==> config.mk <==
export PLATFORM = sky130hd
export DESIGN_NAME = tank_game_top
export DESIGN_NICKNAME = d
export VERILOG_FILES = /design/src/tank_pkg.sv /design/src/bullet_bank.sv /design/src/bullet_step.sv /design/src/tank_base_move.sv /design/src/tank_game_top.sv /design/src/turret_ctrl.sv
export VERILOG_INCLUDE_DIRS = /design/src /design/src/include
export SDC_FILE = /design/constraint.sdc
export NUM_CORES = 2
export LEC_CHECK = 0
export ABC_CLOCK_PERIOD_IN_PS = 25100
export BUFFER_PORTS_ARGS = -buffer_cell sky130_fd_sc_hd__clkbuf_2
export CELL_PAD_IN_SITES_DETAIL_PLACEMENT = 0
export CELL_PAD_IN_SITES_GLOBAL_PLACEMENT = 1
export CORE_ASPECT_RATIO = 0.9
export CORE_MARGIN = 2
export CORE_UTILIZATION = 40
export CTS_BUF_LIST = sky130_fd_sc_hd__clkbuf_4 sky130_fd_sc_hd__clkbuf_8
export DETAILED_ROUTE_END_ITERATION = 8
export PLACE_DENSITY = 0.76
export SYNTH_ARGS = -nofsm -noshare
export SYNTH_HDL_FRONTEND = slang
export SYNTH_SLANG_ARGS = --single-unit
==> constraint.sdc <==
create_clock -name Reset -period 25.1 [get_ports Reset]
set_input_delay 5.02 -clock Reset [delete_from_list [all_inputs] [get_ports Reset]]
set_output_delay 5.02 -clock Reset [all_outputs]
set_load 0.02 [all_outputs]
==> src/include/tank_config.svh <==
//----------------------------------------
// screen limits, tank and bullet bank sizes,
// fire period, reset positions and key codes
//----------------------------------------
`ifndef TANK_CONFIG_SVH
`define TANK_CONFIG_SVH

`define SCREEN_X_MAX 639 // last visible pixel
`define SCREEN_Y_MAX 479
`define TANK_SIZE    32  // square tank box side

`define TANK_NUM     2
`define SLOT_NUM     4   // bullets per tank
`define FIRE_PERIOD  16  // frames, power of two

`define TANK0_X0     200
`define TANK0_Y0     200
`define TANK1_X0     400
`define TANK1_Y0     400

// base keys
`define KEY_LEFT     8'd1
`define KEY_DOWN     8'd2
`define KEY_UP       8'd3
`define KEY_RIGHT    8'd4

// turret keys
`define KEY_ROT_UP   8'd1
`define KEY_ROT_DOWN 8'd2
`define KEY_FIRE     8'd3

`endif

==> src/tank_pkg.sv <==
//----------------------------------------
// shared types for the tank game engine
//----------------------------------------
`include "tank_config.svh"

package tank_pkg;

	typedef logic [9:0] coord_t; // pixel coordinate

	// 0 up, 1 up-left, 2 left, 3 down-left, 4 down, 5 down-right, 6 right, 7 up-right
	typedef logic [2:0] dir_t;

	typedef logic [6:0] angle_t; // top 3 bits give aim

	// per-tank key codes, base in the upper byte
	typedef struct packed {
		logic [7:0] base;
		logic [7:0] turret;
	} key_pair_t;

	// tank 0 sits in the top half of the word
	typedef key_pair_t [0:`TANK_NUM-1] key_word_t;

	typedef struct packed {
		coord_t x;
		coord_t y;
		dir_t   base_dir;
		dir_t   aim;
	} tank_state_t;

	typedef struct packed {
		logic   valid;
		dir_t   dir;
		coord_t x;
		coord_t y;
	} bullet_t;

endpackage

==> src/bullet_bank.sv <==
//----------------------------------------
// one tank's bullet slots, spawn into the
// lowest free slot and per-slot stepping
//----------------------------------------
`include "tank_config.svh"

module bullet_bank import tank_pkg::*; (
	input  logic                         Reset,     // frame clock
	input  logic                         frame_clk, // async reset
	input  logic                         fire_go,
	input  tank_state_t                  shooter,
	input  tank_state_t [`TANK_NUM-1:0]  tanks,
	output bullet_t [`SLOT_NUM-1:0]      slots,
	output logic [`TANK_NUM-1:0]         hit
);

	bullet_t [`SLOT_NUM-1:0]                  slot_nxt;
	logic [`SLOT_NUM-1:0][`TANK_NUM-1:0]      slot_hit;
	logic [`SLOT_NUM-1:0]                     spawn_sel; // one-hot
	logic                                     taken;
	bullet_t                                  spawn;

	//----------------------------------------
	// per-slot next state
	//----------------------------------------
	for (genvar g = 0; g < `SLOT_NUM; g++) begin : g_slot
		bullet_step u_bullet_step (
			.cur   (slots[g]),
			.tanks (tanks),
			.nxt   (slot_nxt[g]),
			.hit   (slot_hit[g])
		);
	end

	always_comb begin
		hit = '0;
		for (int i = 0; i < `SLOT_NUM; i++) begin
			hit = hit | slot_hit[i];
		end
	end

	//----------------------------------------
	// lowest free slot, nothing when full
	//----------------------------------------
	always_comb begin
		taken = 1'b0;
		spawn_sel = '0;
		for (int i = 0; i < `SLOT_NUM; i++) begin
			if (fire_go && !slots[i].valid && !taken) begin
				spawn_sel[i] = 1'b1;
				taken = 1'b1;
			end
		end
	end

	// muzzle sits centred just above the box
	always_comb begin
		spawn.valid = 1'b1;
		spawn.dir = shooter.aim;
		spawn.x = shooter.x + 10'(`TANK_SIZE / 2);
		spawn.y = shooter.y - 10'd1;
	end

	always_ff @(posedge Reset or posedge frame_clk) begin
		if (frame_clk) begin
			slots <= '0;
		end else begin
			for (int i = 0; i < `SLOT_NUM; i++) begin
				slots[i] <= spawn_sel[i] ? spawn : slot_nxt[i];
			end
		end
	end

endmodule

==> src/bullet_step.sv <==
//----------------------------------------
// next state of one bullet slot with
// motion, screen exit and tank hit test
//----------------------------------------
`include "tank_config.svh"

module bullet_step import tank_pkg::*; (
	input  bullet_t                      cur,
	input  tank_state_t [`TANK_NUM-1:0]  tanks,
	output bullet_t                      nxt,
	output logic [`TANK_NUM-1:0]         hit
);

	logic signed [1:0] dx;
	logic signed [1:0] dy;
	logic              off_screen;

	// direction decode, -1/0/+1 per axis
	always_comb begin
		case (cur.dir)
			3'd0: begin dx = 2'sd0;  dy = -2'sd1; end // up
			3'd1: begin dx = -2'sd1; dy = -2'sd1; end
			3'd2: begin dx = -2'sd1; dy = 2'sd0;  end // left
			3'd3: begin dx = -2'sd1; dy = 2'sd1;  end
			3'd4: begin dx = 2'sd0;  dy = 2'sd1;  end // down
			3'd5: begin dx = 2'sd1;  dy = 2'sd1;  end
			3'd6: begin dx = 2'sd1;  dy = 2'sd0;  end // right
			default: begin
				dx = 2'sd1;
				dy = -2'sd1;
			end
		endcase
	end

	// box overlap per tank, 11 bits so the far edge does not wrap
	always_comb begin
		for (int k = 0; k < `TANK_NUM; k++) begin
			hit[k] = cur.valid
				&& (cur.x >= tanks[k].x)
				&& ({1'b0, cur.x} < {1'b0, tanks[k].x} + 11'(`TANK_SIZE))
				&& (cur.y >= tanks[k].y)
				&& ({1'b0, cur.y} < {1'b0, tanks[k].y} + 11'(`TANK_SIZE));
		end
	end

	assign off_screen = (cur.x > 10'(`SCREEN_X_MAX)) || (cur.y > 10'(`SCREEN_Y_MAX));

	always_comb begin
		if (!cur.valid || (hit != '0) || off_screen) begin
			nxt = '0; // slot freed
		end else begin
			nxt.valid = 1'b1;
			nxt.dir = cur.dir;
			nxt.x = cur.x + {{8{dx[1]}}, dx}; // wraps in 10 bits
			nxt.y = cur.y + {{8{dy[1]}}, dy};
		end
	end

endmodule

==> src/tank_base_move.sv <==
//----------------------------------------
// tank base position and heading registers
//----------------------------------------
`include "tank_config.svh"

module tank_base_move import tank_pkg::*; (
	input  logic       Reset,     // frame clock
	input  logic       frame_clk, // async reset
	input  logic [7:0] key,
	input  coord_t     init_x,
	input  coord_t     init_y,
	output coord_t     x,
	output coord_t     y,
	output dir_t       base_dir
);

	coord_t x_nxt;
	coord_t y_nxt;
	dir_t   dir_nxt;

	// clamped one-pixel step
	always_comb begin
		x_nxt = x;
		y_nxt = y;
		dir_nxt = base_dir;
		case (key)
			`KEY_LEFT: begin
				if (x != '0) begin
					x_nxt = x - 10'd1;
				end
				dir_nxt = 3'd2;
			end
			`KEY_DOWN: begin
				if ({1'b0, y} + 11'(`TANK_SIZE) >= 11'(`SCREEN_Y_MAX)) begin
					y_nxt = 10'(`SCREEN_Y_MAX - `TANK_SIZE);
				end else begin
					y_nxt = y + 10'd1;
				end
				dir_nxt = 3'd4;
			end
			`KEY_UP: begin
				if (y != '0) begin
					y_nxt = y - 10'd1;
				end
				dir_nxt = 3'd0;
			end
			`KEY_RIGHT: begin
				if ({1'b0, x} + 11'(`TANK_SIZE) >= 11'(`SCREEN_X_MAX)) begin
					x_nxt = 10'(`SCREEN_X_MAX - `TANK_SIZE);
				end else begin
					x_nxt = x + 10'd1;
				end
				dir_nxt = 3'd6;
			end
			default: ; // hold
		endcase
	end

	always_ff @(posedge Reset or posedge frame_clk) begin
		if (frame_clk) begin
			x <= init_x;
			y <= init_y;
			base_dir <= '0;
		end else begin
			x <= x_nxt;
			y <= y_nxt;
			base_dir <= dir_nxt;
		end
	end

endmodule

==> src/tank_game_top.sv <==
//----------------------------------------
// two tanks with turrets and bullet banks
//----------------------------------------
`include "tank_config.svh"

module tank_game_top import tank_pkg::*; (
	input  logic                                     Reset,     // frame clock
	input  logic                                     frame_clk, // async reset
	input  key_word_t                                keys,
	output tank_state_t [`TANK_NUM-1:0]              tanks,
	output bullet_t [`TANK_NUM-1:0][`SLOT_NUM-1:0]   bullets,
	output logic [`TANK_NUM-1:0]                     hit
);

	coord_t [`TANK_NUM-1:0]                 init_x;
	coord_t [`TANK_NUM-1:0]                 init_y;
	coord_t [`TANK_NUM-1:0]                 pos_x;
	coord_t [`TANK_NUM-1:0]                 pos_y;
	dir_t [`TANK_NUM-1:0]                   base_dir;
	dir_t [`TANK_NUM-1:0]                   aim;
	logic [`TANK_NUM-1:0]                   fire_go;
	logic [`TANK_NUM-1:0][`TANK_NUM-1:0]    bank_hit; // [bank][tank]

	// reset positions
	assign init_x[0] = 10'(`TANK0_X0);
	assign init_y[0] = 10'(`TANK0_Y0);
	assign init_x[1] = 10'(`TANK1_X0);
	assign init_y[1] = 10'(`TANK1_Y0);

	//----------------------------------------
	// per-tank blocks
	//----------------------------------------
	for (genvar g = 0; g < `TANK_NUM; g++) begin : g_tank
		tank_base_move u_tank_base_move (
			.Reset     (Reset),
			.frame_clk (frame_clk),
			.key       (keys[g].base),
			.init_x    (init_x[g]),
			.init_y    (init_y[g]),
			.x         (pos_x[g]),
			.y         (pos_y[g]),
			.base_dir  (base_dir[g])
		);

		turret_ctrl u_turret_ctrl (
			.Reset     (Reset),
			.frame_clk (frame_clk),
			.key       (keys[g].turret),
			.aim       (aim[g]),
			.fire_go   (fire_go[g])
		);

		bullet_bank u_bullet_bank (
			.Reset     (Reset),
			.frame_clk (frame_clk),
			.fire_go   (fire_go[g]),
			.shooter   (tanks[g]),
			.tanks     (tanks),
			.slots     (bullets[g]),
			.hit       (bank_hit[g])
		);
	end

	always_comb begin
		for (int t = 0; t < `TANK_NUM; t++) begin
			tanks[t].x = pos_x[t];
			tanks[t].y = pos_y[t];
			tanks[t].base_dir = base_dir[t];
			tanks[t].aim = aim[t];
		end
	end

	// any bank can hit any tank, own tank included
	always_comb begin
		hit = '0;
		for (int b = 0; b < `TANK_NUM; b++) begin
			hit = hit | bank_hit[b];
		end
	end

endmodule

==> src/turret_ctrl.sv <==
//----------------------------------------
// turret angle, fire latch and fire phase
//----------------------------------------
`include "tank_config.svh"

module turret_ctrl import tank_pkg::*; (
	input  logic       Reset,     // frame clock
	input  logic       frame_clk, // async reset
	input  logic [7:0] key,
	output dir_t       aim,
	output logic       fire_go
);

	angle_t angle;
	logic   fire_latch;
	logic [$clog2(`FIRE_PERIOD)-1:0] phase; // wraps on its own

	assign aim = angle[6:4];

	// one grant per period, only on phase 0
	assign fire_go = fire_latch && (phase == '0);

	//----------------------------------------
	// angle
	//----------------------------------------
	always_ff @(posedge Reset or posedge frame_clk) begin
		if (frame_clk) begin
			angle <= '0;
		end else begin
			case (key)
				`KEY_ROT_UP:   angle <= angle + 7'd1;
				`KEY_ROT_DOWN: angle <= angle - 7'd1;
				default: ;
			endcase
		end
	end

	//----------------------------------------
	// fire latch and phase counter
	//----------------------------------------
	always_ff @(posedge Reset or posedge frame_clk) begin
		if (frame_clk) begin
			fire_latch <= 1'b0;
			phase <= '0;
		end else begin
			phase <= phase + 1'b1;
			// a granted frame always clears the latch,
			// a fire key seen in that same frame is dropped
			if (fire_go) begin
				fire_latch <= 1'b0;
			end else if (key == `KEY_FIRE) begin
				fire_latch <= 1'b1;
			end
		end
	end

endmodule
==> metrics.md <==
| Metric | Value |
|---|---|
| Worst skew pair latency | `660 ps` |
| Total clock sinks | `260` |
| Max capacitance violation total | `0` |
| Standard-cell rows | `93` |
| Residual antenna-violating net count after detailed routing | `0` |
| Initial core utilization | `40.53%` |
| Count of vias placed by the detailed router | `27270` |
| Yosys warning count | `0` |
| Share of layout cells above drive strength 1 | `13.30%` |
| Highest routed layer | `met5` |
| Worst IR drop on VDD | `0.03879 mV` |
| Final number of setup-violating endpoints | `0` |
| Cell types with the largest area share after synthesis | `ha_1, dfrtp_1, xnor2_1, o21ai_0, a21oi_1` |
| Overall die height | `259.9 um` |
| Hold-fix buffer count after cts | `0` |
| Predominant post-synthesis flop cell | `dfrtp_1` |
| Leakage power total | `16.59 nW` |
| Utilization of the core after routing | `between 40 and 50%` |
| Time the worst path needs with I/O delays and setup | `10130 ps` |
| Post-Syn Area | `29100 um2` |
| Result of the run | `completed` |
| Met2 wire len | `between 40000 and 50000 um` |
| Total die area | `74930 um2` |
| RSZ-0062 raised after global routing | `false` |
| Final Max Tran Viols | `0` |
| Leading cell type in the layout, fill and taps excluded | `ha_1` |
| Port buffer count | `277` |
| Die W | `between 200 and 300 um` |
| Clock transition at the register clock pins on the worst setup and hold paths after CTS | `roughly 60 ps` |
| 1st-iter DRT viols | `2311` |
| Distinct cell type count after synthesis | `between 90 and 100` |
| CTS Root Buffer Type | `clkbuf_8` |
| M1 wire length | `49440 um` |
| Vias in the first global route | `26060` |
| Synthesized flop and latch total | `260` |
| GRT Resource Usage Total | `between 20 and 30%` |
| Total congestion overflow | `0` |
| Kind of capture point of the worst setup path | `output port` |
| Post-route clock period utilization | `between 40% and 50%` |
| Number of nets at the end of the flow | `roughly 4300` |
| I/O pin count | `280` |
| Number of buffers added by the clock tree synthesis step | `49` |
| Maximum number of pins on one net before global-route repair | `74` |
| Detailed-route vias per instance | `between 6 and 7` |
| Maximum clock insertion buffer count | `3` |
| Routed wire per std cell | `24.12 um` |
| First-pass GRT wire length | `~160000 um` |
| Cells on Worst Hold Path | `1` |
| Synthesized area per cell | `8.924 um2` |
| CP Data Arrival Time | `5110 ps` |
| Number of flops mapped to enable cells by yosys | `0` |
| Area of the multi-input gates | `approximately 21000 um2` |
| Capturing element of the worst setup path | `hit[0]` |
| Final hold violation count | `0` |
| Worst setup path startpoint | `g_tank[0].u_tank_base_move.y[5]` |
| HPWL after DPL | `~85000 um` |
| Syn-to-layout area delta | `12.22%` |
| CTS tree | `done` |
| CP Data Required Time | `20080 ps` |
| Measured slew at the worst slew-check pin | `1231 ps` |
| Sum of routed wire length over all layers | `109400 um` |
| Kind of start point of the critical path | `flop` |
| Number of cells on the worst reg-to-reg path | `11` |
| Crit Reg-Reg Startpoint | `g_tank[0].u_tank_base_move.y[5]` |
| Hold WC Path Type | `flop to flop` |
| Detailed-route DRC error count | `0` |
| Initial antenna violation count | `2` |
| Achievable Freq | `98.72 MHz` |
| Seq/Total Area, Yosys | `22.41%` |
| Detailed route wirelength on metal3 | `7421 um` |
| Critical Setup Path Class | `flop to output port` |
| 1st-pass router iterations | `7` |
| Worst r2r dst | `g_tank[1].u_bullet_bank.slots[19]` |
| CTS HTree Levels | `2` |
| Final-layout fill cell count | `slightly above 7000` |
| Top cell type by total area after synthesis | `ha_1` |
| Total power density per cell area | `55.69 nW/um2` |
| Post-cts sizing count | `0` |
| Mapped Cells | `3261` |
| Leading cell types in the layout, fill and taps excluded | `ha_1, clkbuf_2, dfrtp_1, o21ai_0, a21oi_1` |
| Setup TNS | `0 ps` |
| Area of the core | `71800 um2` |
| Final weighted congestion of routability-driven global placement | `0.9580` |
| Total chip power | `1.819 mW` |
| Post-CTS setup-driven buffer insertion count | `0` |
| Share of Yosys cell area claimed by the top area cell type | `between 20 and 30%` |
| Normalized max-slew margin | `roughly 17%` |
| Crit path max fanout | `17` |
| Setup clock skew after layout | `between 40 and 50 ps` |
| Seq. cell area | `6521 um2` |
| Share of flip-flops with an asynchronous set or reset | `100.0%` |
| Internal reg-to-reg setup slack | `20190 ps` |
-- sequential cells by signal, summed over array words and instances (netlist names) --
name,flops
g_tank.u_turret_ctrl.phase,8
g_tank.u_turret_ctrl.angle,14
g_tank.u_tank_base_move.base_dir,4
g_tank.u_bullet_bank.slots,192
g_tank.u_tank_base_move.y,20
g_tank.u_tank_base_move.x,20
g_tank.u_turret_ctrl.fire_latch,2
-- critical path, stage by stage, from the launching register on --
cell and delay [ps]:
dfrtp_1 820, inv_1 540, ha_1 470, inv_1 210, ha_1 370, nor3_1 50, nor4_1 320, o31ai_1 130
a21oi_1 160, or4_1 130, inv_1 80, nor4b_1 530, nand4b_1 390, clkbuf_2 270
-- cells in the mapped netlist (26+ instances only) --
library cell and instances:
xnor2_1 139, nor2_1 160, nor3_1 77, a21oi_1 219
o21a_1 26, xor2_1 69, dfrtp_1 248, inv_1 164
a21o_1 81, clkbuf_1 34, a211oi_1 34, nand3_1 70
o2bb2ai_1 26, ha_1 656, a31oi_1 51, o21ai_0 232
nor2b_1 57, nand4_1 44, nand2b_1 78, nand2_1 206
o22ai_1 100
-- worst min-delay path by stage --
stage | end | startpoint | slack, ps
6_report | g_tank[0].u_turret_ctrl.phase[0] | g_tank[0].u_turret_ctrl.phase[0] | 470
5_1_grt | g_tank[1].u_turret_ctrl.phase[3] | g_tank[1].u_turret_ctrl.phase[3] | 490
4_1_cts | g_tank[1].u_turret_ctrl.phase[0] | g_tank[1].u_turret_ctrl.phase[0] | 480
3_5_place_dp | g_tank[1].u_turret_ctrl.phase[0] | g_tank[1].u_turret_ctrl.phase[0] | 470
3_3_place_gp | g_tank[1].u_turret_ctrl.phase[0] | g_tank[1].u_turret_ctrl.phase[0] | 460
2_1_floorplan | g_tank[0].u_turret_ctrl.phase[0] | g_tank[0].u_turret_ctrl.phase[0] | 440
-- final cells by class --
cell class	instances	share of cell area (%)
diodes	1	0.007662
clock buffers	76	2.935
clock inverters	14	0.5440
inverters	169	1.965
multi-input cells	2751	65.80
flip-flops and latches	260	19.97
well taps	950	3.640
repair buffers	316	5.141
-- kinds of logic after synthesis --
kind of cell | count (synthesis) | synth area share, %
fa+ha+maj | 676 | 29.52
buf+inv | 251 | 3.762
compound gates | 1003 | 22.48
mux | 3 | 0.1032
flops | 260 | 22.41
other cells | 1 | 0.01289
xor+xnor | 210 | 6.372
simple gates | 857 | 15.35
-- layer usage --
layer	global-route usage (%)	vias up
met5	0	-
met4	9.988	4
met3	4.158	223
met2	45.54	1050
met1	39.86	13090
li1	-	12900
-- report_power, final --
group / leakage, nW / switching, mW / total, mW / internal, mW
Sequential: 3.48 / 0.0973 / 0.551 / 0.454
Combinational: 12.5 / 0.462 / 0.772 / 0.310
Clock: 0.595 / 0.211 / 0.495 / 0.284
Total: 16.6 / 0.771 / 1.82 / 1.05
-- stage by stage --
step / hold slack (ps) / area (um2) / cells / worst slack, ps
3_3_place_gp: 464.0 / 31520 / 4446 / 15930
6_report: 473.7 / 32660 / 4537 / 14970
2_1_floorplan: 442.0 / 29110 / 3262 / 12940
4_1_cts: 475.8 / 32660 / 4536 / 15130
5_1_grt: 492.3 / 32660 / 4536 / 14780
3_5_place_dp: 466.0 / 31520 / 4446 / 15860
No activity file was read; power rests on OpenSTA's default activity.
